$ cat config.mk
export PLATFORM = sky130hd
export DESIGN_NAME = fetch_decode_stage
export DESIGN_NICKNAME = d
export VERILOG_FILES = /design/src/source/mips_pkg.sv /design/src/source/fetch_decode_stage.sv /design/src/source/register_file.sv
export SDC_FILE = /design/constraint.sdc
export NUM_CORES = 2
export LEC_CHECK = 0
export BUFFER_PORTS_ARGS = -buffer_cell sky130_fd_sc_hd__buf_2
export CAP_MARGIN = 20
export CORE_MARGIN = 1.5
export CORE_UTILIZATION = 60
export DETAILED_ROUTE_END_ITERATION = 8
export GPL_TIMING_DRIVEN = 1
export HOLD_SLACK_MARGIN = 0.08
export PLACE_DENSITY_LB_ADDON = 0.3
export SLEW_MARGIN = 30
export SYNTH_ARGS = -nofsm -noshare
export SYNTH_HDL_FRONTEND = slang
export SYNTH_SLANG_ARGS = --single-unit
$ cat constraint.sdc
create_clock -name SYS_clk -period 39.7 [get_ports SYS_clk]
set_input_delay 3.97 -clock SYS_clk [delete_from_list [all_inputs] [get_ports SYS_clk]]
set_output_delay 3.97 -clock SYS_clk [all_outputs]
set_load 0.01 [all_outputs]
$ cat src/source/mips_pkg.sv
// shared MIPS subset definitions; opcodes outside the listed enums decode as no-ops
`default_nettype none

package mips_pkg;

    localparam int WORD_W      = 32;
    localparam int REG_ADDR_W  = 5;
    localparam int DMEM_WORDS  = 256;
    localparam int DMEM_ADDR_W = $clog2(DMEM_WORDS);

    typedef logic [WORD_W-1:0]     word_t;
    typedef logic [REG_ADDR_W-1:0] reg_addr_t;

    localparam word_t RESET_PC = 32'h0040_0000;  // start of user text segment

    typedef enum logic [5:0] {
        OP_RTYPE = 6'h00,
        OP_J     = 6'h02,
        OP_BEQ   = 6'h04,
        OP_BNE   = 6'h05,
        OP_ADDI  = 6'h08,
        OP_LW    = 6'h23,
        OP_SW    = 6'h2b
    } opcode_e;

    typedef enum logic [5:0] {
        FN_ADD = 6'h20,
        FN_SUB = 6'h22,
        FN_AND = 6'h24,
        FN_OR  = 6'h25,
        FN_SLT = 6'h2a
    } funct_e;

    typedef enum logic [2:0] {
        ALU_ADD = 3'd0,
        ALU_SUB = 3'd1,
        ALU_AND = 3'd2,
        ALU_OR  = 3'd3,
        ALU_SLT = 3'd4
    } alu_op_e;

    typedef struct packed {
        logic    reg_write;
        logic    mem_read;
        logic    mem_write;
        logic    use_imm;   // second ALU operand is the immediate
        alu_op_e alu_op;
    } ctrl_t;

    // source register request from decode to the hazard check
    typedef struct packed {
        logic      used;
        reg_addr_t addr;
    } reg_src_t;

    typedef struct packed {
        logic      valid;
        ctrl_t     ctrl;
        word_t     rs_value;
        word_t     rt_value;
        word_t     imm;      // sign extended
        reg_addr_t dest;
    } id_ex_t;

    typedef struct packed {
        logic      valid;
        logic      reg_write;
        logic      mem_read;
        logic      mem_write;
        word_t     alu_result;
        word_t     store_data;
        reg_addr_t dest;
    } ex_mem_t;

    typedef struct packed {
        logic      valid;
        reg_addr_t dest;
        word_t     data;
    } reg_write_t;

endpackage

`default_nettype wire

$ cat src/source/fetch_decode_stage.sv
// fetch and decode; branches resolve here with no delay slot, the wrong-path fetch becomes a bubble
`timescale 1ns/10ps
`default_nettype none

module fetch_decode_stage (
    input  wire                        SYS_clk,
    input  wire                        SYS_reset,
    input  wire mips_pkg::word_t       imem_data,
    input  wire                        stall,
    input  wire mips_pkg::reg_write_t  mem_fwd,
    input  wire mips_pkg::reg_write_t  wb_write,
    output mips_pkg::word_t            pc,
    output mips_pkg::id_ex_t           id_ex,
    output mips_pkg::reg_src_t         rs_used,
    output mips_pkg::reg_src_t         rt_used
);
    mips_pkg::word_t     pc_q;
    logic                if_valid;
    mips_pkg::word_t     if_instr;
    mips_pkg::word_t     if_pc;

    mips_pkg::opcode_e   opcode;
    mips_pkg::funct_e    funct;
    mips_pkg::reg_addr_t rs_addr;
    mips_pkg::reg_addr_t rt_addr;
    mips_pkg::reg_addr_t rd_addr;
    mips_pkg::word_t     imm;
    mips_pkg::word_t     pc_plus4;
    mips_pkg::word_t     rf_rs;
    mips_pkg::word_t     rf_rt;
    mips_pkg::word_t     rs_value;
    mips_pkg::word_t     rt_value;

    mips_pkg::ctrl_t     ctrl;
    logic                uses_rs;
    logic                uses_rt;
    logic                dest_rd;
    logic                is_beq;
    logic                is_bne;
    logic                is_jump;
    logic                operands_equal;
    logic                redirect;
    mips_pkg::word_t     target;

    always_ff @(posedge SYS_clk, posedge SYS_reset)
    begin
        if (SYS_reset)
        begin
            pc_q     <= mips_pkg::RESET_PC;
            if_valid <= 1'b0;
        end
        else if (!stall)
        begin
            pc_q     <= redirect ? target : pc_q + 32'd4;
            if_valid <= !redirect;  // squash the wrong-path fetch
        end
    end

    always_ff @(posedge SYS_clk)
    begin
        if (!stall)
        begin
            if_instr <= imem_data;
            if_pc    <= pc_q;
        end
    end

    assign opcode   = mips_pkg::opcode_e'(if_instr[31:26]);
    assign funct    = mips_pkg::funct_e'(if_instr[5:0]);
    assign rs_addr  = if_instr[25:21];
    assign rt_addr  = if_instr[20:16];
    assign rd_addr  = if_instr[15:11];
    assign imm      = {{16{if_instr[15]}}, if_instr[15:0]};
    assign pc_plus4 = if_pc + 32'd4;

    always_comb
    begin
        ctrl    = '0;
        uses_rs = 1'b0;
        uses_rt = 1'b0;
        dest_rd = 1'b0;
        is_beq  = 1'b0;
        is_bne  = 1'b0;
        is_jump = 1'b0;
        if (if_valid)
        begin
            case (opcode)
                mips_pkg::OP_RTYPE:
                begin
                    uses_rs        = 1'b1;
                    uses_rt        = 1'b1;
                    dest_rd        = 1'b1;
                    ctrl.reg_write = 1'b1;
                    case (funct)
                        mips_pkg::FN_ADD: ctrl.alu_op = mips_pkg::ALU_ADD;
                        mips_pkg::FN_SUB: ctrl.alu_op = mips_pkg::ALU_SUB;
                        mips_pkg::FN_AND: ctrl.alu_op = mips_pkg::ALU_AND;
                        mips_pkg::FN_OR:  ctrl.alu_op = mips_pkg::ALU_OR;
                        mips_pkg::FN_SLT: ctrl.alu_op = mips_pkg::ALU_SLT;
                        default:          ctrl.reg_write = 1'b0;  // unknown funct, nop
                    endcase
                end
                mips_pkg::OP_ADDI:
                begin
                    uses_rs        = 1'b1;
                    ctrl.reg_write = 1'b1;
                    ctrl.use_imm   = 1'b1;
                end
                mips_pkg::OP_LW:
                begin
                    uses_rs        = 1'b1;
                    ctrl.reg_write = 1'b1;
                    ctrl.mem_read  = 1'b1;
                    ctrl.use_imm   = 1'b1;
                end
                mips_pkg::OP_SW:
                begin
                    uses_rs        = 1'b1;
                    uses_rt        = 1'b1;  // store data read in decode
                    ctrl.mem_write = 1'b1;
                    ctrl.use_imm   = 1'b1;
                end
                mips_pkg::OP_BEQ:
                begin
                    uses_rs = 1'b1;
                    uses_rt = 1'b1;
                    is_beq  = 1'b1;
                end
                mips_pkg::OP_BNE:
                begin
                    uses_rs = 1'b1;
                    uses_rt = 1'b1;
                    is_bne  = 1'b1;
                end
                mips_pkg::OP_J:   is_jump = 1'b1;
                default:          is_jump = 1'b0;  // undefined opcode runs as a nop
            endcase
        end
    end

    register_file i_register_file (
        .SYS_clk   (SYS_clk),
        .SYS_reset (SYS_reset),
        .rs_addr   (rs_addr),
        .rt_addr   (rt_addr),
        .rs_data   (rf_rs),
        .rt_data   (rf_rt),
        .wb_write  (wb_write)
    );

    // memory stage is younger than the writeback path inside the register file
    assign rs_value = (mem_fwd.valid && mem_fwd.dest == rs_addr) ? mem_fwd.data : rf_rs;
    assign rt_value = (mem_fwd.valid && mem_fwd.dest == rt_addr) ? mem_fwd.data : rf_rt;

    assign operands_equal = (rs_value == rt_value);
    assign redirect = !stall &&
                      ((is_beq && operands_equal) || (is_bne && !operands_equal) || is_jump);
    assign target   = is_jump ? {pc_plus4[31:28], if_instr[25:0], 2'b00}
                              : pc_plus4 + {imm[29:0], 2'b00};

    assign pc = pc_q;

    assign id_ex = '{
        valid:    if_valid,
        ctrl:     ctrl,
        rs_value: rs_value,
        rt_value: rt_value,
        imm:      imm,
        dest:     dest_rd ? rd_addr : rt_addr
    };

    assign rs_used = '{used: uses_rs, addr: rs_addr};
    assign rt_used = '{used: uses_rt, addr: rt_addr};

endmodule

`default_nettype wire

$ cat src/source/register_file.sv
// 32 x 32 register file, combinational reads with write-through, r0 hardwired to zero
`timescale 1ns/10ps
`default_nettype none

module register_file (
    input  wire                          SYS_clk,
    input  wire                          SYS_reset,
    input  wire mips_pkg::reg_addr_t     rs_addr,
    input  wire mips_pkg::reg_addr_t     rt_addr,
    output mips_pkg::word_t              rs_data,
    output mips_pkg::word_t              rt_data,
    input  wire mips_pkg::reg_write_t    wb_write
);
    mips_pkg::word_t regs [32];

    always_ff @(posedge SYS_clk, posedge SYS_reset)
    begin
        if (SYS_reset)
        begin
            for (int i = 0; i < 32; i++)
                regs[i] <= '0;
        end
        else if (wb_write.valid && wb_write.dest != '0)  // r0 never written
        begin
            regs[wb_write.dest] <= wb_write.data;
        end
    end

    // a write landing this cycle is seen by decode right away
    assign rs_data = (rs_addr == '0) ? '0 :
                     (wb_write.valid && wb_write.dest == rs_addr) ? wb_write.data :
                     regs[rs_addr];
    assign rt_data = (rt_addr == '0) ? '0 :
                     (wb_write.valid && wb_write.dest == rt_addr) ? wb_write.data :
                     regs[rt_addr];

endmodule

`default_nettype wire

==> out/qor.csv <==
stage,metric,value,unit
clocking,clk root buf,clkbuf_16,
clocking,CTS max path bufs,3,
drt,DRT iter0 DRCs,5971,
placed_design,I/O Buffers,263,
critical_path,CP Launch Type,primary input,
cells_and_area,finished layout cell area,69060,sq um
critical_path,Critical R2R Launch,if_instr[19],
clocking,cts hold-fix bufs,0,
drt,Pre-antenna DRT Iters,6,
placed_design,placed instance area,64800,sq um
timing,"Hold Vio Cnt, Final",0,
clocking,CTS Buf Count,118,
logic_synthesis,"Seq/Total Area, Yosys",0.4517,
floorplan,die width,326.6,um
logic_synthesis,fraction of registers with async set/reset,0.9429,
timing,Max Slew Vio Count,0,
cells_and_area,Synth-to-Final Area Change,9.950,%
logic_synthesis,Seq cells post-synth,1121,
logic_synthesis,Most used DFF post-synth,dfrtp_1,
timing,fin crit share,0.2893,
drt,WL per Instance,34.28,um
logic_synthesis,Avg Inst Size Synth,13.50,sq um
clocking,setup repair bufs after CTS,0,
timing,total negative slack,0,ns
floorplan,Std-Cell Rows,118,
cells_and_area,"most common cell after layout, fill and taps aside",dfrtp_1,
logic_synthesis,share of the synthesized area in the top cell type,0.4207,
global_route,GRT Residual Overflow,0,
floorplan,Die ar.,106600,sq um
floorplan,Core Region,103600,sq um
floorplan,Starting Density,0.6061,
drt,Vias per Instance,7.388,
drt,antenna-violating nets left,0,
clocking,Resize count post-CTS,0,
logic_synthesis,Gate Count Post-Synth,4652,
critical_path,Slowest Stage Delay on Critical Path,0.93,ns
flow_run,maxcap violations,0,
placed_design,detailed placer's ending HPWL,123000,um
cells_and_area,most frequent cells in the layout,"1056 x dfrtp_1, 1013 x mux2_2, 447 x mux4_2, 262 x buf_2, 216 x mux2i_1",
floorplan,Die Y,326.6,um
logic_synthesis,synth top area cells,"dfrtp_1 42%, mux2_2 18%, mux4_2 16%, mux2i_1 3.4%, edfxtp_1 3.1%",
global_route,first-pass GRT wire length,308400,um
placed_design,Inst Count DP,5907,
critical_path,reg2reg path depth,16,
critical_path,FF-to-FF End,pc[24],
timing,Worst Clk Skew,0.02769,ns
critical_path,"Data arrival, critical path",7.51,ns
clocking,H-tree Lvls,3,
logic_synthesis,Post-Syn Nets,4800,
cells_and_area,share of post-route cells with drive strength above 1,0.4475,
drt,vias,45398,
cells_and_area,Final Instance Count excl. Fillers,6145,
critical_path,"setup slack, reg-to-reg",31.52,ns
global_route,vias in the first global route,45346,
global_route,initial antenna violation count,12,
critical_path,Worst EP required,35.73,ns
critical_path,CP Capture Point,id_ex[59],
critical_path,Crit-path slowest cell,nand2_1,
clocking,"Clk Latency, worst-skew pair",0.74,ns
critical_path,CP startpoint,wb_write[36],
power_and_ir_drop,VDD IR max,45.00,uV
placed_design,routability cong.,0.9173,
timing,smallest hold slack,0.3995,ns
status,status,finished clean,
power_and_ir_drop,leak pwr,30.05,nW
critical_path,crit end category,output pin,
logic_synthesis,count of flip-flops with a built-in enable after synthesis,64,
worst_hold_path,hold depth,0,
timing,Setup Viol. Count Final,0,
critical_path,CP Depth,10,
global_route,largest net degree at the start of global routing,172,
drt,DRC viols,0,
critical_path,"delay-heaviest family, CP",simple AND/OR/NAND/NOR gates,
cells_and_area,Layout Nets,4797,
logic_synthesis,Netlist cell types,82,
timing,maximum operating frequency,87.07,MHz
timing,RSZ-0062 raised after global routing,false,
global_route,total track usage,0.3952,
power_and_ir_drop,PD cells,53.08,nW/um^2
clocking,# clock sinks,1121,
timing,Max-slew headroom,0.2701,
drt,total wire length,210600,um
logic_synthesis,synthesized area,62810,sq um
critical_path,Setup CP Type,primary input to output pin,
critical_path,crit-path cells,buf_2 > xor2_1 > nor4_1 > nand2_1 > nand2_1 > buf_4 > a211oi_1 > a221oi_1 > inv_1 > buf_2,
clocking,CTS tree,yes,
logic_synthesis,Syn. warnings,0,
timing,final worst path period need,11.48,ns
critical_path,CP Max Fanout,13,
logic_synthesis,"area leader, netlist",dfrtp_1,
critical_path,Crit path buffers/inverters,4,
timing,Slew @ Worst Pin,1.086,ns
worst_hold_path,Hold WC Path Type,register to register,
floorplan,Top Ports,264,
clocking,clock slew at reported path FFs,0.06,ns
[flip-flops by register name, summed over array words and instances, names as in the netlist]
| signal | flops |
|---|---|
| if_instr | 32 |
| i_register_file.regs | 1024 |
| if_pc | 32 |
| if_valid | 1 |
| pc | 32 |
[metrics by stage]
stage,total power (W),setup slack [ns],utilization
floorplan,0.002193,5.980,-
global placement,0.002431,28.33,0.6245
detailed placement,0.002471,28.53,0.6252
CTS,0.003647,28.51,0.6653
global route,0.003794,28.20,0.6662
finish,0.003666,28.22,0.6664
[power breakdown]
part | switching [W] | internal [W]
registers | 0.000177 | 0.00138
logic | 0.000450 | 0.000478
clock network | 0.000489 | 0.000693
total | 0.00112 | 0.00255
[routing by layer]
metal / wire [um] / part of all wire / vias up / global-route usage
li1: - / - / 17788 / -
met1: 77010 / 0.37 / 23389 / 0.5368
met2: 89980 / 0.43 / 3365 / 0.5622
met3: 29490 / 0.14 / 848 / 0.1331
met4: 14020 / 0.067 / 8 / 0.2128
met5: 138 / 0.00066 / - / 0.01242
[worst min path at each step]
| stage | to | start |
|---|---|---|
| finish | i_register_file.regs[1012] | i_register_file.regs[1012] |
| global route | i_register_file.regs[1001] | i_register_file.regs[1001] |
| CTS | i_register_file.regs[1012] | i_register_file.regs[1012] |
| detailed placement | i_register_file.regs[1001] | i_register_file.regs[1001] |
| global placement | i_register_file.regs[1014] | i_register_file.regs[1014] |
| floorplan | i_register_file.regs[1000] | i_register_file.regs[1000] |
[logic make-up (layout without fill, tap and decap cells)]
| group | after synthesis | in the layout | share of synthesized area |
|---|---|---|---|
| buffers and inverters | 540 | 641 | 0.03928 |
| adder cells (fa/ha/maj) | 37 | 37 | 0.007490 |
| other | 0 | 12 | 0 |
| multiplexers | 1676 | 1676 | 0.3763 |
| AND/OR/NAND/NOR | 591 | 591 | 0.04556 |
| flip-flops | 1121 | 1121 | 0.4517 |
| AO/OA/AOI/OAI | 584 | 584 | 0.06531 |
| XOR/XNOR | 103 | 103 | 0.01436 |
[layout make-up]
cell class	count	area (sq um)
clock inverter	53	673.1
sequential	1121	28370
fill	7343	34580
multi-input combinational	2991	32260
tap	1380	1727
clock buffer	171	3483
inverter	36	150.1
antenna	12	30.03
timing repair buffer	381	2367
[worst reg2reg max path, cell delays in order, from the launching register on]
cell and delay, ns:
edfxtp_1 0.76, buf_4 0.45, buf_4 0.57, nor2_4 0.08
nand2_1 0.43, a21boi_4 0.80, nand2_1 0.74, nor3_1 0.39
a221o_1 0.23, xnor2_1 0.40, nor4bb_4 0.79, nand4b_1 0.25
nor4_2 0.56, xnor2_1 0.19, o21ai_2 0.79, o21ai_0 0.23
a221oi_1 0.38
[synth_stat cells, types with 7 or more instances]
master and number:
nor3_1 28, mux2i_1 216, xnor2_1 63, buf_1 74, mux4_2 447, a32oi_1 14
dfrtp_1 1056, ha_1 36, clkbuf_1 276, a221o_1 15, a211oi_1 18, o221ai_1 33
or2_2 12, buf_4 84, o31ai_1 11, inv_1 33, a31oi_1 18, and2_1 17
buf_2 64, a21oi_1 105, o21ai_0 86, nor2b_1 18, a22o_1 17, o211ai_1 15
and3_1 29, a21o_1 19, nor4_1 11, a22oi_1 91, a221oi_1 45, o21a_1 10
nand4_1 21, nor2_1 142, nand2_1 182, xor2_1 40, nand3_1 66, o22ai_1 25
nor3b_1 8, edfxtp_1 64, or3_1 7, mux2_2 1013, nand2b_1 14, nand3b_1 8
(Power assumes the default switching activity.)
