File: config.mk
export PLATFORM = sky130hd
export DESIGN_NAME = execute_stage
export DESIGN_NICKNAME = d
export VERILOG_FILES = /design/src/source/mips_pkg.sv /design/src/source/execute_stage.sv
export SDC_FILE = /design/constraint.sdc
export NUM_CORES = 1
export LEC_CHECK = 0
export BUFFER_PORTS_ARGS = -buffer_cell sky130_fd_sc_hd__buf_2
export CAP_MARGIN = 40
export CORE_MARGIN = 2
export CORE_UTILIZATION = 45
export DETAILED_ROUTE_END_ITERATION = 8
export GPL_ROUTABILITY_DRIVEN = 0
export PLACE_DENSITY = 0.75
export SYNTH_ARGS = -nofsm -noshare
export SYNTH_HDL_FRONTEND = slang
export SYNTH_SLANG_ARGS = --single-unit
File: constraint.sdc
create_clock -name SYS_clk -period 3.62 [get_ports SYS_clk]
set_input_delay 0.724 -clock SYS_clk [delete_from_list [all_inputs] [get_ports SYS_clk]]
set_output_delay 0.724 -clock SYS_clk [all_outputs]
set_load 0.02 [all_outputs]
File: src/source/mips_pkg.sv
// shared MIPS subset definitions; opcodes outside the listed enums decode as no-ops
`default_nettype none

package mips_pkg;

    localparam int WORD_W      = 32;
    localparam int REG_ADDR_W  = 5;
    localparam int DMEM_WORDS  = 256;
    localparam int DMEM_ADDR_W = $clog2(DMEM_WORDS);

    typedef logic [WORD_W-1:0]     word_t;
    typedef logic [REG_ADDR_W-1:0] reg_addr_t;

    localparam word_t RESET_PC = 32'h0040_0000;  // start of user text segment

    typedef enum logic [5:0] {
        OP_RTYPE = 6'h00,
        OP_J     = 6'h02,
        OP_BEQ   = 6'h04,
        OP_BNE   = 6'h05,
        OP_ADDI  = 6'h08,
        OP_LW    = 6'h23,
        OP_SW    = 6'h2b
    } opcode_e;

    typedef enum logic [5:0] {
        FN_ADD = 6'h20,
        FN_SUB = 6'h22,
        FN_AND = 6'h24,
        FN_OR  = 6'h25,
        FN_SLT = 6'h2a
    } funct_e;

    typedef enum logic [2:0] {
        ALU_ADD = 3'd0,
        ALU_SUB = 3'd1,
        ALU_AND = 3'd2,
        ALU_OR  = 3'd3,
        ALU_SLT = 3'd4
    } alu_op_e;

    typedef struct packed {
        logic    reg_write;
        logic    mem_read;
        logic    mem_write;
        logic    use_imm;   // second ALU operand is the immediate
        alu_op_e alu_op;
    } ctrl_t;

    // source register request from decode to the hazard check
    typedef struct packed {
        logic      used;
        reg_addr_t addr;
    } reg_src_t;

    typedef struct packed {
        logic      valid;
        ctrl_t     ctrl;
        word_t     rs_value;
        word_t     rt_value;
        word_t     imm;      // sign extended
        reg_addr_t dest;
    } id_ex_t;

    typedef struct packed {
        logic      valid;
        logic      reg_write;
        logic      mem_read;
        logic      mem_write;
        word_t     alu_result;
        word_t     store_data;
        reg_addr_t dest;
    } ex_mem_t;

    typedef struct packed {
        logic      valid;
        reg_addr_t dest;
        word_t     data;
    } reg_write_t;

endpackage

`default_nettype wire

File: src/source/execute_stage.sv
// execute with the decode/execute and execute/memory registers; arithmetic wraps without traps
`timescale 1ns/10ps
`default_nettype none

module execute_stage (
    input  wire                     SYS_clk,
    input  wire                     SYS_reset,
    input  wire                     stall,
    input  wire mips_pkg::id_ex_t   id_ex_in,
    output mips_pkg::id_ex_t        id_ex,
    output mips_pkg::ex_mem_t       ex_mem
);
    logic                ex_valid_q;
    mips_pkg::ctrl_t     ex_ctrl_q;
    mips_pkg::word_t     ex_rs_q;
    mips_pkg::word_t     ex_rt_q;
    mips_pkg::word_t     ex_imm_q;
    mips_pkg::reg_addr_t ex_dest_q;

    mips_pkg::word_t     alu_b;
    mips_pkg::word_t     alu_result;
    logic                less_than;

    logic                mem_valid_q;
    logic                mem_reg_write_q;
    logic                mem_read_q;
    logic                mem_write_q;
    mips_pkg::word_t     mem_alu_q;
    mips_pkg::word_t     mem_store_q;
    mips_pkg::reg_addr_t mem_dest_q;

    always_ff @(posedge SYS_clk, posedge SYS_reset)
    begin
        if (SYS_reset)
        begin
            ex_valid_q <= 1'b0;
            ex_ctrl_q  <= '0;
        end
        else if (stall)
        begin
            ex_valid_q <= 1'b0;  // bubble while decode holds
            ex_ctrl_q  <= '0;
        end
        else
        begin
            ex_valid_q <= id_ex_in.valid;
            ex_ctrl_q  <= id_ex_in.ctrl;
        end
    end

    always_ff @(posedge SYS_clk)
    begin
        ex_rs_q   <= id_ex_in.rs_value;
        ex_rt_q   <= id_ex_in.rt_value;
        ex_imm_q  <= id_ex_in.imm;
        ex_dest_q <= id_ex_in.dest;
    end

    assign alu_b     = ex_ctrl_q.use_imm ? ex_imm_q : ex_rt_q;
    assign less_than = $signed(ex_rs_q) < $signed(alu_b);

    always_comb
    begin
        case (ex_ctrl_q.alu_op)
            mips_pkg::ALU_ADD: alu_result = ex_rs_q + alu_b;
            mips_pkg::ALU_SUB: alu_result = ex_rs_q - alu_b;
            mips_pkg::ALU_AND: alu_result = ex_rs_q & alu_b;
            mips_pkg::ALU_OR:  alu_result = ex_rs_q | alu_b;
            mips_pkg::ALU_SLT: alu_result = mips_pkg::word_t'(less_than);
            default:           alu_result = '0;
        endcase
    end

    always_ff @(posedge SYS_clk, posedge SYS_reset)
    begin
        if (SYS_reset)
        begin
            mem_valid_q     <= 1'b0;
            mem_reg_write_q <= 1'b0;
            mem_read_q      <= 1'b0;
            mem_write_q     <= 1'b0;
        end
        else
        begin
            mem_valid_q     <= ex_valid_q;
            mem_reg_write_q <= ex_ctrl_q.reg_write;
            mem_read_q      <= ex_ctrl_q.mem_read;
            mem_write_q     <= ex_ctrl_q.mem_write;
        end
    end

    always_ff @(posedge SYS_clk)
    begin
        mem_alu_q   <= alu_result;
        mem_store_q <= ex_rt_q;
        mem_dest_q  <= ex_dest_q;
    end

    assign id_ex = '{
        valid:    ex_valid_q,
        ctrl:     ex_ctrl_q,
        rs_value: ex_rs_q,
        rt_value: ex_rt_q,
        imm:      ex_imm_q,
        dest:     ex_dest_q
    };

    assign ex_mem = '{
        valid:      mem_valid_q,
        reg_write:  mem_reg_write_q,
        mem_read:   mem_read_q,
        mem_write:  mem_write_q,
        alu_result: mem_alu_q,
        store_data: mem_store_q,
        dest:       mem_dest_q
    };

endmodule

`default_nettype wire

==> flow_metrics.env, run 1 <==
export IMPL_crit_buf_inv=1
export IMPL_path_cells="buf_12 > mux2i_1 > ha_1 > nor4bb_1 > nand3_1 > or3_1 > o21ai_1 > a211oi_1 > xnor2_1 > a311o_1"
export IMPL_timing_final_crit_share_pct=96.2
export IMPL_worstSetupPathType="flip-flop to flip-flop"
export IMPL_syn_num_nets=1230
export IMPL_holdBufCountCts=0
export IMPL_clk_pin_slew_ps=80
export IMPL_p_seq_share_pct=40.5
export IMPL_hold_viol_final=0
export IMPL_cts_inserted_buffers=17
export IMPL_clk_latency_ps=440
export IMPL_finalCriticalPeriod_ps=3480
export IMPL_placed_area_um2=11000
export IMPL_hp_class="input pin to async pin"
export IMPL_vias=8528
export IMPL_hpwl_um=20100
export IMPL_antenna_left=0
export IMPL_final_cells=1573
export IMPL_nets=1509
export IMPL_grt_pass1_wl_um=41000
export IMPL_drive_gt1_share_pct=29.0
export IMPL_required_ps=3950
export IMPL_max_clock_freq_mhz=287
export IMPL_worst_slew_pin_slew_ps=767
export IMPL_syn_area_um2=9290
export IMPL_synth_seq_area_share_pct=39.9
export IMPL_critical_path_top_delay_family="compound AO/OA/AOI/OAI gates"
export IMPL_run_status="complete, no violations"
export IMPL_clkPwrFrac_pct=32.6
export IMPL_fin_util_pct=57.6
export IMPL_slew_headroom_pct=48.7
export IMPL_placed_cells=1539
export IMPL_num_io_pins=294
export IMPL_slowest_stage="dfrtp_2"
export IMPL_synth_main_ff_cell="dfxtp_1"
export IMPL_maxSlewViolCount=0
export IMPL_netlist_instances=1010
export IMPL_first_pass_iters=7
export IMPL_max_cap_viol_count=0
export IMPL_coreArea_um2=20200
export IMPL_htree_levels=4
export IMPL_grt_pass1_vias=8033
export IMPL_drt_iter0_drc=923
export IMPL_grt_antenna_before_repair=1
export IMPL_vdd_drop_max_v=0.000316
export IMPL_clock_sinks=182
export IMPL_p_per_area_nw_per_um2=477
export IMPL_drcViolationCount=0
export IMPL_rows=52
export IMPL_cts_buffer_depth=2
export IMPL_yosys_warnings=0
export IMPL_grtUsageTotal_pct=23.5
export IMPL_skew_ps=10.1
export IMPL_drt_total_wl_um=26100
export IMPL_ys_async_sr_fraction_pct=6.59
export IMPL_critPathMaxFanout=18
export IMPL_internal_power_mw=3.65
export IMPL_viasPerCell=5.42
export IMPL_initial_core_util_pct=45.9
export IMPL_leakage_nw=5.71
export IMPL_setup_viol=0
export IMPL_fin_area_um2=11700
export IMPL_holdWs_ps=325
export IMPL_end_kind="flip-flop"
export IMPL_die_w_um=148
export IMPL_power_mw=5.56
export IMPL_critPathLaunchType="flip-flop"
export IMPL_syn_avg_cell_area_um2=9.20
export IMPL_p_switching_mw=1.91
export IMPL_die_y_um=148
export IMPL_slowest_delay_ps=450
export IMPL_area_growth_pct=25.5
export IMPL_synthDistinctLibCells=83
export IMPL_grt_max_degree=76
export IMPL_arrival_ps=3810
export IMPL_die_area_um2=21800
export IMPL_root_buffer="clkbuf_16"
export IMPL_wl_per_cell_um=16.6
export IMPL_rsz0062_at_grt="yes"
export IMPL_ys_ff_latch=182
export IMPL_cts_tree="done"
export IMPL_port_buffers=293
export IMPL_swShare_pct=34.3
export IMPL_grt_remaining_overflow=0
export IMPL_synth_edff_count=0
export IMPL_combPwrFrac_pct=26.9
-- power groups by stage --
| stage | Sequential (mW) | Clock [mW] | Combinational, mW |
|---|---|---|---|
| floorplan | 2.48 | 0 | 0.796 |
| global placement | 2.30 | 0 | 1.44 |
| detailed placement | 2.30 | 0 | 1.45 |
| CTS | 2.25 | 1.86 | 1.46 |
| global route | 2.27 | 1.93 | 1.62 |
| finish | 2.25 | 1.81 | 1.50 |
-- synth_stat cells (11+ instances only) --
cell	instances	area share, %
mux2i_1	36	3.9
nand2_1	53	2.1
xnor2_1	16	1.5
a211oi_1	21	1.7
clkbuf_1	28	1.1
a21o_1	20	1.6
dfxtp_1	170	37
a21oi_1	72	3.9
nor3_1	17	0.92
o21a_1	11	0.89
nand3_1	15	0.81
dfrtp_1	12	3.2
inv_1	93	3.8
ha_1	106	14
nor2b_1	17	1.1
o21ai_0	50	2.7
nor2_1	78	3.2
-- cells in the final DEF, fill, tap and decap left out, types with 17 or more instances in the layout --
cell type    n
a211oi_1    21
a21o_1      20
a21oi_1     70
buf_2      293
clkbuf_16   17
dfxtp_1    170
ha_1       102
inv_1       93
mux2i_1     29
nand2_1     53
nor2_1      78
nor2b_1     17
nor3_1      17
o21ai_0     50
-- stage by stage --
stage                     TNS [ps]  setup slack, ps
after floorplan                  0              126
final                            0              139
after global placement           0              162
after CTS                        0             15.0
after detailed placement     -34.3            -34.3
after global routing         -3.07            -3.07
-- worst paths after layout --
kind,from,to,slack (ps),cells after the start
max,id_ex[104]$_DFF_PP0_,mem_alu_q[31]$_DFF_P_,140,10
min reg2reg,ex_dest_q[0]$_DFF_P_,mem_dest_q[0]$_DFF_P_,350,0
min in group SYS_clk,ex_dest_q[0]$_DFF_P_,mem_dest_q[0]$_DFF_P_,350,0
max in group asynchronous,SYS_reset,id_ex[101]$_DFF_PP0_,2880,2
max reg2reg,id_ex[104]$_DFF_PP0_,mem_alu_q[31]$_DFF_P_,140,10
min,SYS_reset,id_ex[106]$_DFF_PP0_,320,2
-- worst reg2reg max path, delay by kind of cell (launching register included) --
family,cells,cell delay [ps]
adder cells (fa/ha/maj),1,380
flip-flops,1,450
AND/OR/NAND/NOR,3,890
AO/OA/AOI/OAI,3,960
XOR/XNOR,1,160
buffers and inverters,1,210
multiplexers,1,330
-- final cells by class --
type,count,area [µm²]
Antenna cell,1,2.50
Clock buffer,17,425
Clock inverter,15,154
Fill cell,1827,8580
Inverter,95,357
Multi-Input combinational cell,683,5070
Sequential cell,182,3710
Tap cell,270,338
Timing Repair Buffer,310,1610
-- what timing repair did --
action,CTS,global route
gates resized for setup,1,15
endpoints found under the setup margin,1,11
hold endpoints to repair,0,0
setup buffers,0,1
pin swaps,0,3
-- flip-flops by register name, indices dropped and copies added (netlist names), 5 cells and up --
name	cells
ex_dest_q	5
ex_imm_q	32
ex_rs_q	32
ex_rt_q	32
id_ex	7
mem_alu_q	32
mem_dest_q	5
mem_store_q	32
-- routing by layer --
layer | GRT usage, % | share of wire [%]
met1 | 30.5 | 42
met5 | 0 | 0
met3 | 4.94 | 9.0
met4 | 11.2 | 3.6
met2 | 37.3 | 45
-- kinds of logic (layout without fill, tap and decap cells) --
group	count (synthesis)	in the layout	share of synthesized area, %
fa+ha+maj	108	108	14.7
mux	38	38	4.24
buf+inv	145	437	6.25
simple gates	243	243	13.0
flops	182	182	39.9
compound gates	276	276	20.3
other cells	0	1	0
xor+xnor	18	18	1.70
Power figures use the tool's default switching activity.
==> inputs of run 2 (changes only) <==
--- a/config.mk
+++ b/config.mk
@@ -9,8 +9,8 @@
 export CAP_MARGIN = 40
 export CORE_MARGIN = 2
 export CORE_UTILIZATION = 45
+export CTS_BUF_LIST = sky130_fd_sc_hd__clkbuf_16
 export DETAILED_ROUTE_END_ITERATION = 8
-export GPL_ROUTABILITY_DRIVEN = 0
 export PLACE_DENSITY = 0.75
 export SYNTH_ARGS = -nofsm -noshare
 export SYNTH_HDL_FRONTEND = slang
==> run 2 against run 1 <==
Sequential share of layout area fell by 0.18 points. Maximum frequency grew 0.16%. Worst hold slack got worse by 4.5 ps. First-iteration DRC count shrank 6.2%. Final cell count rose by 0.38%. Non-clock buffer count increased by 7. Highest routed layer unchanged.
==> flow_metrics.env, run 2 (synthesis gave the netlist of run 1 again) <==
export IMPL_power_mw=5.61
export IMPL_end_kind="flip-flop"
export IMPL_required_ps=3980
export IMPL_setup_viol=0
export IMPL_cts_tree="done"
export IMPL_vdd_drop_max_v=0.000305
export IMPL_max_clock_freq_mhz=288
export IMPL_clk_pin_slew_ps=80
export IMPL_place_congestion=1.02
export IMPL_clock_sinks=182
export IMPL_timing_final_crit_share_pct=96.0
export IMPL_drive_gt1_share_pct=29.2
export IMPL_clkPwrFrac_pct=32.7
export IMPL_maxSlewViolCount=0
export IMPL_swShare_pct=34.6
export IMPL_final_common_cell="buf_2"
export IMPL_top_layer_used="met4"
export IMPL_root_buffer="clkbuf_16"
export IMPL_die_w_um=148
export IMPL_first_pass_iters=6
export IMPL_grt_antenna_before_repair=0
export IMPL_critPathLaunchType="flip-flop"
export IMPL_clk_latency_ps=450
export IMPL_port_buffers=293
export IMPL_hold_viol_final=0
export IMPL_viasPerCell=5.41
export IMPL_die_area_um2=21800
export IMPL_internal_power_mw=3.67
export IMPL_num_io_pins=294
export IMPL_worst_slew_pin_slew_ps=938
export IMPL_initial_core_util_pct=45.9
export IMPL_wl_met1_um=11700
export IMPL_max_cap_viol_count=0
export IMPL_mostFrequentLayoutCells="buf_2 (293), dfxtp_1 (170), ha_1 (106)"
export IMPL_grtUsageTotal_pct=24.1
export IMPL_htree_levels=4
export IMPL_hp_class="input pin to async pin"
export IMPL_arrival_ps=3830
export IMPL_antenna_cells=0
export IMPL_wl_met3_um=2250
export IMPL_skew_ps=14.1
export IMPL_run_status="complete, no violations"
export IMPL_worstSetupPathType="flip-flop to flip-flop"
export IMPL_rsz0062_at_grt="no"
export IMPL_cts_inserted_buffers=17
export IMPL_area_growth_pct=26.2
export IMPL_grt_remaining_overflow=0
export IMPL_finalCriticalPeriod_ps=3480
export IMPL_p_per_area_nw_per_um2=478
export IMPL_antenna_left=0
export IMPL_p_seq_share_pct=40.2
export IMPL_wl_met2_um=12500
export IMPL_coreArea_um2=20200
export IMPL_nets=1516
export IMPL_cts_buffer_depth=2
export IMPL_holdWs_ps=320
export IMPL_critPathMaxFanout=9
export IMPL_grt_pass1_wl_um=41700
export IMPL_grt_max_degree=46
export IMPL_drt_total_wl_um=27100
export IMPL_hpwl_um=20500
export IMPL_wl_per_cell_um=17.1
export IMPL_drcViolationCount=0
export IMPL_rows=52
export IMPL_rr_worst_depth=11
export IMPL_drt_iter0_drc=866
export IMPL_combPwrFrac_pct=27.1
export IMPL_leakage_nw=5.75
export IMPL_slew_headroom_pct=37.2
export IMPL_die_y_um=148
export IMPL_vias=8542
export IMPL_p_switching_mw=1.94
export IMPL_grt_pass1_vias=8052
==> run 2: changes by cell type in the layout (fill, tap and decap cells not counted), sizes merged <==
cell / delta
clkinvlp: -1
diode: -1
clkinv: +4
buf: +7
inv: -3
==> run 2: area by class of cell <==
type | count | area (µm²)
inverters | 95 | 357
clock buffers | 17 | 425
multi-input cells | 683 | 5080
fillers | 1840 | 8510
well taps | 270 | 338
clock inverters | 15 | 164
repair buffers | 317 | 1660
flip-flops and latches | 182 | 3710
==> run 2: worst paths after layout <==
path / from / end / slack (ps)
setup / recovery: id_ex[104]$_DFF_PP0_ / mem_alu_q[29]$_DFF_P_ / 140
hold / removal: SYS_reset / mem_valid_q$_DFF_PP0_ / 320
setup reg to reg: id_ex[104]$_DFF_PP0_ / mem_alu_q[29]$_DFF_P_ / 140
hold reg to reg: ex_dest_q[1]$_DFF_P_ / mem_dest_q[1]$_DFF_P_ / 350
max in group asynchronous: SYS_reset / id_ex[101]$_DFF_PP0_ / 2900
min in group SYS_clk: ex_dest_q[1]$_DFF_P_ / mem_dest_q[1]$_DFF_P_ / 350
==> run 2: worst max-delay path, cell delays in order (launching register included) <==
cell and delay (ps):
dfrtp_2 420, buf_4 250, mux2i_2 300, ha_1 380
a21o_1 230, a21oi_2 180, a21oi_1 200, or4_1 650
nand4_1 180, a211oi_1 110, o31a_1 300, o32ai_1 200
==> run 2: through the flow <==
step                      TNS [ps]  cells  cell area (µm²)  setup WS, ps  utilization [%]
after floorplan                  0   1010             9290           126                -
after global placement           0   1544            11000           101             54.6
after detailed placement     -11.3   1544            11000         -11.3             54.6
after CTS                        0   1576            11600          32.0             57.5
after global routing             0   1579            11700          5.69             58.0
final                            0   1579            11700           144             58.0
==> run 2: per-layer routing <==
layer | vias to the layer above | GRT usage (%)
met2 | 419 | 39.0
met3 | 53 | 4.81
li1 | 4108 | -
met4 | 0 | 8.32
met1 | 3962 | 32.1
met5 | - | 0
==> run 2: repair_timing <==
| action | 4_1_cts | 5_1_grt |
|---|---|---|
| gates resized for setup | 1 | 15 |
| buffers inserted | 0 | 3 |
| pin swaps | 0 | 3 |
| setup endpoints to repair | 2 | 10 |
| hold buffers | 0 | 0 |
==> run 2: power by group through the flow <==
stage	Sequential, mW	Combinational, mW	Clock (mW)
after floorplan	2.48	0.796	0
final	2.25	1.52	1.83
after CTS	2.25	1.48	1.88
after global placement	2.29	1.46	0
after detailed placement	2.30	1.47	0
after global routing	2.27	1.65	1.94
