### src/source/mips_pkg.sv
// shared MIPS subset definitions; opcodes outside the listed enums decode as no-ops
`default_nettype none

package mips_pkg;

    localparam int WORD_W      = 32;
    localparam int REG_ADDR_W  = 5;
    localparam int DMEM_WORDS  = 256;
    localparam int DMEM_ADDR_W = $clog2(DMEM_WORDS);

    typedef logic [WORD_W-1:0]     word_t;
    typedef logic [REG_ADDR_W-1:0] reg_addr_t;

    localparam word_t RESET_PC = 32'h0040_0000;  // start of user text segment

    typedef enum logic [5:0] {
        OP_RTYPE = 6'h00,
        OP_J     = 6'h02,
        OP_BEQ   = 6'h04,
        OP_BNE   = 6'h05,
        OP_ADDI  = 6'h08,
        OP_LW    = 6'h23,
        OP_SW    = 6'h2b
    } opcode_e;

    typedef enum logic [5:0] {
        FN_ADD = 6'h20,
        FN_SUB = 6'h22,
        FN_AND = 6'h24,
        FN_OR  = 6'h25,
        FN_SLT = 6'h2a
    } funct_e;

    typedef enum logic [2:0] {
        ALU_ADD = 3'd0,
        ALU_SUB = 3'd1,
        ALU_AND = 3'd2,
        ALU_OR  = 3'd3,
        ALU_SLT = 3'd4
    } alu_op_e;

    typedef struct packed {
        logic    reg_write;
        logic    mem_read;
        logic    mem_write;
        logic    use_imm;   // second ALU operand is the immediate
        alu_op_e alu_op;
    } ctrl_t;

    // source register request from decode to the hazard check
    typedef struct packed {
        logic      used;
        reg_addr_t addr;
    } reg_src_t;

    typedef struct packed {
        logic      valid;
        ctrl_t     ctrl;
        word_t     rs_value;
        word_t     rt_value;
        word_t     imm;      // sign extended
        reg_addr_t dest;
    } id_ex_t;

    typedef struct packed {
        logic      valid;
        logic      reg_write;
        logic      mem_read;
        logic      mem_write;
        word_t     alu_result;
        word_t     store_data;
        reg_addr_t dest;
    } ex_mem_t;

    typedef struct packed {
        logic      valid;
        reg_addr_t dest;
        word_t     data;
    } reg_write_t;

endpackage

`default_nettype wire

### src/source/hazard_unit.sv
// combinational stall check; assumes only memory-stage ALU results are forwarded to decode
`timescale 1ns/10ps
`default_nettype none

module hazard_unit (
    input  wire mips_pkg::reg_src_t  rs_used,
    input  wire mips_pkg::reg_src_t  rt_used,
    input  wire mips_pkg::id_ex_t    id_ex,
    input  wire mips_pkg::ex_mem_t   ex_mem,
    output logic                     stall
);
    function automatic logic src_conflict(
        input mips_pkg::reg_src_t src,
        input mips_pkg::id_ex_t   ex,
        input mips_pkg::ex_mem_t  mem
    );
        logic exe_hit;
        logic load_hit;
        begin
            // result not computed yet
            exe_hit  = ex.valid && ex.ctrl.reg_write && (ex.dest == src.addr);
            // load data only exists after the memory read
            load_hit = mem.valid && mem.mem_read && (mem.dest == src.addr);
            return src.used && (src.addr != '0) && (exe_hit || load_hit);
        end
    endfunction

    logic rs_conflict;
    logic rt_conflict;

    assign rs_conflict = src_conflict(rs_used, id_ex, ex_mem);
    assign rt_conflict = src_conflict(rt_used, id_ex, ex_mem);

    assign stall = rs_conflict || rt_conflict;

endmodule

`default_nettype wire

### config.mk
export PLATFORM = sky130hd
export DESIGN_NAME = hazard_unit
export DESIGN_NICKNAME = d
export VERILOG_FILES = /design/src/source/mips_pkg.sv /design/src/source/hazard_unit.sv
export SDC_FILE = /design/constraint.sdc
export NUM_CORES = 1
export LEC_CHECK = 0
export BUFFER_PORTS_ARGS = -buffer_cell sky130_fd_sc_hd__buf_2
export CAP_MARGIN = 15
export CORE_AREA = 10 10 67 69
export DETAILED_ROUTE_END_ITERATION = 8
export DIE_AREA = 0 0 77 79
export GPL_TIMING_DRIVEN = 1
export PLACE_DENSITY = 0.82
export SETUP_SLACK_MARGIN = 0.4
export SYNTH_ARGS = -nofsm -noshare
export SYNTH_HDL_FRONTEND = slang
export SYNTH_SLANG_ARGS = --single-unit
### constraint.sdc
create_clock -name vclk -period 2.8
set_input_delay 0.84 -clock vclk [all_inputs]
set_output_delay 0.84 -clock vclk [all_outputs]
set_load 0.01 [all_outputs]
==> results.txt, run 1 <==
----------------------------------------------------
[Routing]
  Residual DRC count ... 0
  Detailed Routing Iterations Pass 1 ... 3
  Via density ... 3.29
  Iter 0 DRT Violations ... 24
  Total Routed Length ... 1380 um
  WL per Instance ... 12.5 um
  Post-detailed-route count of antenna-violating nets ... 0
  Count of vias placed by the detailed router ... 365

[Job]
  Total of max-cap violations ... 0

[Die]
  Chip height ... 79 um
  Core Region ... 3230 sq um
  Die area ... 6080 sq um
  Io pins ... 195
  Initial cell density of the core ... 8.32%
  Die W ... 77 um
  Cell row count ... 21

[Hold path]
  Worst hold-check path type ... in2out
  Count of cells along the worst hold path ... 4
  Worst-case hold path end point ... stall
  Start point of the worst min-delay path ... rt_used[5]

[Worst setup path]
  Required time of the critical path ... 1.96 ns
  Critical path peak fanout ... 2
  CP peak stage delay ... 0.32 ns
  Cell with the largest stage delay on the worst path ... sky130_fd_sc_hd__nor4_1
  Crit path launch ... ex_mem[0]
  Data arrival time of the worst path ... 1.85 ns
  Series of cell instances along the critical path ... buf_6 > xor2_1 > nor4_1 > a22oi_1 > o22ai_1 > buf_2
  CP endpoint kind ... output port
  Kind of critical path ... in2out
  Kind of cell with the highest combined delay on the critical path ... simple AND/OR/NAND/NOR gates
  Critical Path Start Type ... primary input
  Total buffers and inverters traversed by the critical path ... 2

[Synthesis]
  Share of the synthesized area in compound gates (AO/OA/AOI/OAI) ... 11.6%
  Share of synthesized area spent on multiplexers ... 0%
  Total of warnings raised by yosys ... 0
  Share of synthesized area occupied by flip-flops and latches ... 0%
  Synth Area in Simple Gates ... 23.3%
  Main combinational cell family by area after synthesis ... XOR/XNOR gates
  Number of nets produced by synthesis ... 231
  Share of synthesized cell area in full adder, half adder and majority cells ... 0%
  Cells after synthesis ... 37
  Post-synthesis xor/xnor area fraction ... 65.1%
  Mapped Area ... 269 sq um
  Average footprint of a synthesized cell ... 7.27 sq um
  Count of cell types in the netlist ... 8

[Placement]
  Routability Congestion ... 0.804
  Count of input and output buffers ... 27
  Final HPWL DP ... 1260 um
  Setup slack after placement ... 0.104 ns

[Cells and area]
  Layout clock buffer count ... 0
  Post-layout util ... 16.8%
  Fin nets ... 261
  Synthesis-to-layout area growth ... 101%
  Commonest cells after routing, fill and taps aside ... sky130_fd_sc_hd__xor2_1, sky130_fd_sc_hd__buf_2, sky130_fd_sc_hd__buf_6
  Number of sequential storage elements ... 0
  Sequential cell area ... 0 sq um
  Antenna Diode Count ... 0
  Leading cell type in the layout, fill and taps excluded ... sky130_fd_sc_hd__xor2_1
  Share of post-route cells with drive strength above 1 ... 44.6%

[Global route]
  Initial antenna violation count ... 0
  Total global routing track utilization ... 4.20%
  First-pass GRT wire length ... 2140 um
  Largest net degree at the start of global routing ... 4
  GRT overflow ... 0
  Via count of the first global-routing pass ... 391

[Pwr]
  Clk network pwr share ... 0%
  Share of power burned in combinational logic ... 100.0%
  LEAKAGE ... 0.000240 uW
  Part of the total power dissipated in sequential elements ... 0%
  Fraction of power spent switching nets ... 43.6%
  Total power density per cell area ... 127 nW/um^2
  Internal power summed over all cells ... 38.6 uW
  Maximum vdd drop ... 0.0281 mV
  Net switching power ... 29.9 uW
  Power Total ... 68.6 uW

[Timing]
  Final clock period utilization by the worst path ... 96.2%
  Max-slew headroom at the worst pin ... 80.9%
  Number of hold violations in the final report ... 0
  Setup repair after global routing missed its margin ... yes
  Setup TNS ... 0 ns
  Peak Freq ... 371 MHz
  Minimum clock period ... 2.69 ns
  Setup violations, final ... 0
  Final critical-path setup slack ... 0.106 ns
  Total count of max-transition violations in the final report ... 0
  Transition time at the pin with the least slew margin ... 0.284 ns

[Outcome]
  Result of the run ... finished, final reports clean

----------------------------------------------------
tightest hold or removal path: stages:
cell                      delay (ns)
sky130_fd_sc_hd__buf_2          0.10
sky130_fd_sc_hd__o21ai_1        0.06
sky130_fd_sc_hd__o22ai_1        0.07
sky130_fd_sc_hd__buf_2          0.14
logic make-up after synthesis:
logic type / count (synthesis)
xor+xnor: 20
compound gates: 5
simple gates: 12
routing by layer:
layer / track usage, % / wire [um] / vias to the layer above
li1: - / - / 190
met1: 5.35 / 631 / 154
met2: 5.14 / 468 / 21
met3: 4.05 / 281 / 0
met4: 0 / 0 / 0
met5: 0 / 0 / -
cell usage after synthesis (all sizes together):
| library cell | count | area (sq um) |
|---|---|---|
| nand2 | 2 | 7.51 |
| o22ai | 1 | 6.26 |
| nor4 | 4 | 25.0 |
| o21ai | 2 | 10.0 |
| or4 | 2 | 15.0 |
| nor2 | 4 | 15.0 |
| a22oi | 2 | 15.0 |
| xor2 | 20 | 175 |
power by group through the flow:
| stage | logic [uW] | registers, uW | clock network [uW] |
|---|---|---|---|
| 3_5_place_dp | 56.3 | 0 | 0 |
| 3_3_place_gp | 55.5 | 0 | 0 |
| 4_1_cts | 64.7 | 0 | 0 |
| 2_1_floorplan | 24.0 | 0 | 0 |
| 5_1_grt | 75.2 | 0 | 0 |
| 6_report | 68.6 | 0 | 0 |
how the worst max path moves through the flow:
stage | to | depth (start not counted)
global route | stall | 6
CTS | stall | 6
floorplan | stall | 3
global placement | stall | 6
finish | stall | 6
detailed placement | stall | 6
metrics by stage:
step           area (sq um)  cells  hold slack [ns]
4_1_cts                 519    111             2.06
5_1_grt                 542    111             2.09
2_1_floorplan           269     37             1.85
3_5_place_dp            462    110             2.06
6_report                542    111             2.05
3_3_place_gp            462    110             2.06
final cells by class:
cell class	count	area, sq um
fill	369	2690
tap	46	57.6
timing repair buffer	28	209
multi-input combinational	37	275
what timing repair did:
item,CTS,global route
pin swaps,9,4
gates resized for setup,13,6
endpoints found under the setup margin,1,1
hold buffers,0,0
endpoints found under the hold margin,0,0
setup buffers,1,0
Note: power is estimated with default switching activity, not from simulation.
==> run 2, diff against run 1 <==
- RECOVER_POWER: default -> 25
- SLEW_MARGIN: default -> 5
==> results.txt, run 2 (synthesized netlist as in run 1, its figures left out) <==
----------------------------------------------------
[Die]
  Die area ... 6080 sq um (unchanged)
  Io pins ... 195 (unchanged)
  Core Region ... 3230 sq um (unchanged)
  Cell row count ... 21 (unchanged)
  Die W ... 77 um (unchanged)
  Chip height ... 79 um (unchanged)
  Initial cell density of the core ... 8.32% (unchanged)

[Timing]
  Final clock period utilization by the worst path ... 96.6% (+0.38 points)
  Max-slew headroom at the worst pin ... 80.9% (unchanged)
  Peak Freq ... 370 MHz (-0.39%)
  Total count of max-transition violations in the final report ... 0 (unchanged)
  Minimum clock period ... 2.70 ns (+0.0106 ns)
  Number of hold violations in the final report ... 0 (unchanged)
  Setup repair after global routing missed its margin ... yes
  Setup TNS ... 0 ns (unchanged)
  Transition time at the pin with the least slew margin ... 0.284 ns (unchanged)
  Setup violations, final ... 0 (unchanged)
  Hold Worst Slack ... 2.05 ns (-0.00643 ns)

[Global route]
  First-pass GRT wire length ... 2140 um (unchanged)
  Initial antenna violation count ... 0 (unchanged)
  Largest net degree at the start of global routing ... 4 (unchanged)
  Total global routing track utilization ... 4.20% (unchanged)
  Via count of the first global-routing pass ... 391 (unchanged)
  GRT overflow ... 0 (unchanged)

[Cells and area]
  Leading cell type in the layout, fill and taps excluded ... sky130_fd_sc_hd__xor2_1
  Total area of multi-input combinational cells ... 275 sq um (unchanged)
  # fillers ... 369 (unchanged)
  Layout clock buffer count ... 0 (unchanged)
  Share of post-route cells with drive strength above 1 ... 44.6% (unchanged)
  Commonest cells after routing, fill and taps aside ... sky130_fd_sc_hd__xor2_1, sky130_fd_sc_hd__buf_2, sky130_fd_sc_hd__buf_6
  Synthesis-to-layout area growth ... 101% (unchanged)
  Sequential cell area ... 0 sq um (unchanged)
  Antenna Diode Count ... 0 (unchanged)
  Fin nets ... 261 (unchanged)
  Number of sequential storage elements ... 0 (unchanged)

[Routing]
  Residual DRC count ... 0 (unchanged)
  Count of vias placed by the detailed router ... 365 (unchanged)
  Via density ... 3.29 (unchanged)
  Iter 0 DRT Violations ... 24 (unchanged)
  Total Routed Length ... 1380 um (about the same)
  Detailed Routing Iterations Pass 1 ... 3 (unchanged)
  Post-detailed-route count of antenna-violating nets ... 0 (unchanged)
  WL per Instance ... 12.4 um (about the same)

[Outcome]
  Result of the run ... finished, final reports clean

[Worst setup path]
  Kind of critical path ... in2out
  CP peak stage delay ... 0.32 ns (about the same)
  Required time of the critical path ... 1.96 ns (about the same)
  Data arrival time of the worst path ... 1.86 ns (about the same)
  Cell with the largest stage delay on the worst path ... sky130_fd_sc_hd__nor4_1
  Series of cell instances along the critical path ... buf_6 > xor2_1 > nor4_1 > a22oi_1 > o22ai_1 > clkbuf_2
  CP endpoint kind ... output port
  Critical Path Start Type ... primary input
  Critical path peak fanout ... 2 (unchanged)

[Clocking]
  Number of hold-repair buffers added at the cts stage ... 0 (unchanged)

[Pwr]
  Share of power burned in combinational logic ... 100.0% (about the same)
  Net switching power ... 29.9 uW (about the same)
  Maximum vdd drop ... 0.0281 mV (unchanged)
  Fraction of power spent switching nets ... 43.6% (about the same)
  Part of the total power dissipated in sequential elements ... 0% (unchanged)
  Total power density per cell area ... 127 nW/um^2 (about the same)
  Power Total ... 68.6 uW (about the same)
  Internal power summed over all cells ... 38.6 uW (about the same)
  Clk network pwr share ... 0% (unchanged)
  LEAKAGE ... 0.000239 uW (-0.38%)

[Job]
  Total of max-cap violations ... 0 (unchanged)

[Hold path]
  Worst hold-check path type ... in2out
  Count of cells along the worst hold path ... 4 (unchanged)

[Placement]
  Routability Congestion ... 0.804 (unchanged)
  Count of input and output buffers ... 27 (unchanged)
  Final HPWL DP ... 1260 um (unchanged)

----------------------------------------------------
==> run 2: changes by cell type in the layout (fill, tap and decap cells not counted), sizes merged <==
cell / change
buf: -1
clkbuf: +1
==> run 2: worst max-delay path: cells and delay by family <==
| family | cells | cell delay, ns |
|---|---|---|
| AO/OA/AOI/OAI | 2 | 0.29 |
| AND/OR/NAND/NOR | 1 | 0.32 |
| XOR/XNOR | 1 | 0.15 |
| buffers and inverters | 2 | 0.26 |
==> run 2: layer usage <==
layer / track usage, % / wire length [um] / vias up
met1: 5.35 / 631 / 154
met3: 4.05 / 281 / 0
met5: 0 / 0 / -
met2: 5.14 / 468 / 21
met4: 0 / 0 / 0
li1: - / - / 190
==> run 2: timing repair <==
action                                  4_1_cts  5_1_grt
endpoints found under the hold margin         0        0
endpoints found under the setup margin        1        1
pin swaps                                     9        4
resized for setup                            13        6
buffers inserted                              1        0
==> run 2: power by group through the flow <==
stage	sequential (uW)	combinational, uW	clock, uW
after detailed placement	0	56.3	0
after global placement	0	55.5	0
final	0	68.6	0
after floorplan	0	24.0	0
after global routing	0	75.2	0
after CTS	0	64.7	0
==> run 2: stage by stage <==
stage	instances	instance area [sq um]	util, %	setup slack [ns]
final	111	542	16.8	0.0953
after global routing	111	542	16.8	0.0320
after CTS	111	519	16.1	0.111
after detailed placement	110	462	14.3	0.104
after global placement	110	462	14.3	0.0889
after floorplan	37	269	-	0.369
==> run 2: final cells by class <==
class,count,area share (%)
repair buffers,28,38.6
well taps,46,10.6
multi-input cells,37,50.8
==> run 2: worst paths after layout <==
check             slack, ns  endpoint        from
hold / removal         2.05     stall  rt_used[5]
setup / recovery        0.1     stall   ex_mem[0]
==> run 3, diff against run 2 <==
- PLACE_DENSITY: 0.82 -> 0.83
==> results.txt, run 3 (synthesized netlist as in run 1, its figures left out) <==
----------------------------------------------------
[Timing]
  Final clock period utilization by the worst path ... 96.4% (-0.23 points)
  Total count of max-transition violations in the final report ... 0 (unchanged)
  Setup TNS ... 0 ns (unchanged)
  Transition time at the pin with the least slew margin ... 0.271 ns (-0.0134 ns)
  Number of hold violations in the final report ... 0 (unchanged)
  Final critical-path setup slack ... 0.102 ns (+0.00649 ns)
  Minimum clock period ... 2.70 ns (-0.00649 ns)
  Peak Freq ... 371 MHz (+0.24%)
  Hold Worst Slack ... 2.05 ns (+0.00468 ns)
  Setup violations, final ... 0 (unchanged)
  Max-slew headroom at the worst pin ... 81.8% (+0.90 points)
  Setup repair after global routing missed its margin ... yes

[Cells and area]
  Antenna Diode Count ... 0 (unchanged)
  Fin nets ... 261 (unchanged)
  Layout clock buffer count ... 0 (unchanged)
  Total area of multi-input combinational cells ... 269 sq um (-2.3%)
  Sequential cell area ... 0 sq um (unchanged)
  # fillers ... 396 (+7.3%)
  Synthesis-to-layout area growth ... 88.8%
  Post-layout util ... 15.7% (-1.0 points)
  Commonest cells after routing, fill and taps aside ... sky130_fd_sc_hd__xor2_1, sky130_fd_sc_hd__buf_2, sky130_fd_sc_hd__buf_6
  Leading cell type in the layout, fill and taps excluded ... sky130_fd_sc_hd__xor2_1
  Number of sequential storage elements ... 0 (unchanged)
  Share of post-route cells with drive strength above 1 ... 43.1% (-1.5 points)

[Global route]
  Via count of the first global-routing pass ... 425 (+8.7%)
  First-pass GRT wire length ... 2160 um (+0.94%)
  GRT overflow ... 0 (unchanged)
  Total global routing track utilization ... 4.36% (+0.16 points)
  Initial antenna violation count ... 0 (unchanged)
  Largest net degree at the start of global routing ... 4 (unchanged)

[Outcome]
  Result of the run ... finished, final reports clean

[Worst setup path]
  Data arrival time of the worst path ... 1.86 ns (about the same)
  Critical Path Start Type ... primary input
  Kind of critical path ... in2out
  Critical path peak fanout ... 3 (+1)
  Required time of the critical path ... 1.96 ns (about the same)
  CP endpoint kind ... output port

[Placement]
  Count of input and output buffers ... 27 (unchanged)
  Routability Congestion ... 0.831 (+3.4%)
  Setup slack after placement ... 0.0545 ns (-0.0498 ns)

[Routing]
  Total Routed Length ... 1420 um (+3.1%)
  Count of vias placed by the detailed router ... 379 (+3.8%)
  Via density ... 3.41 (+3.8%)
  Residual DRC count ... 0 (unchanged)
  Detailed Routing Iterations Pass 1 ... 4 (+1)
  Iter 0 DRT Violations ... 14 (-42%)
  Post-detailed-route count of antenna-violating nets ... 0 (unchanged)
  WL per Instance ... 12.8 um (+3.1%)

[Die]
  Die area ... 6080 sq um (unchanged)
  Die W ... 77 um (unchanged)
  Cell row count ... 21 (unchanged)
  Chip height ... 79 um (unchanged)
  Core Region ... 3230 sq um (unchanged)
  Io pins ... 195 (unchanged)
  Initial cell density of the core ... 8.32% (unchanged)

[Pwr]
  LEAKAGE ... 0.000229 uW (-4.1%)
  Maximum vdd drop ... 0.0380 mV (+36%)
  Total power density per cell area ... 127 nW/um^2 (about the same)

[Clocking]
  Number of hold-repair buffers added at the cts stage ... 0 (unchanged)

[Job]
  Total of max-cap violations ... 0 (unchanged)

[Hold path]
  Worst hold-check path type ... in2out

----------------------------------------------------
run 3: worst max-delay path: stages:
cell and delay (ns):
sky130_fd_sc_hd__buf_2 0.12, sky130_fd_sc_hd__or4_1 0.53, sky130_fd_sc_hd__o21ai_1 0.14, sky130_fd_sc_hd__o22ai_1 0.09
sky130_fd_sc_hd__clkbuf_2 0.14
run 3: repair_timing:
item                                    4_1_cts  5_1_grt
pin swaps                                     5        5
endpoints found under the setup margin        1        1
setup buffers                                 1        0
gates cloned                                  0        0
gates resized for setup                       5        6
run 3: final timing paths:
kind                        from     to  cells past startpoint
worst min-delay path  rt_used[5]  stall                      4
worst max-delay path  rt_used[0]  stall                      5
run 3: per-stage QoR:
stage / std cells / total power [uW] / area [sq um]
finish: 111 / 64.3 / 508
global route: 111 / 71.2 / 508
CTS: 111 / 62.8 / 490
detailed placement: 110 / 58.3 / 462
global placement: 110 / 55.7 / 462
floorplan: 37 / 24.0 / 269
run 3: per-layer routing:
layer  wire length (um)  GRT usage [%]
met3                237           2.70
met1                633           5.99
met4                  0              0
met2                552           5.90
met5                  0              0
run 3: report_power, final:
group | total (uW) | switching [uW] | internal (uW)
registers | 0 | 0 | 0
logic | 64.3 | 29.7 | 34.6
clock network | 0 | 0 | 0
run 3: area by class of cell:
cell class | count | area share [%]
repair buffers | 28 | 35.7
multi-input cells | 37 | 53.0
well taps | 46 | 11.3
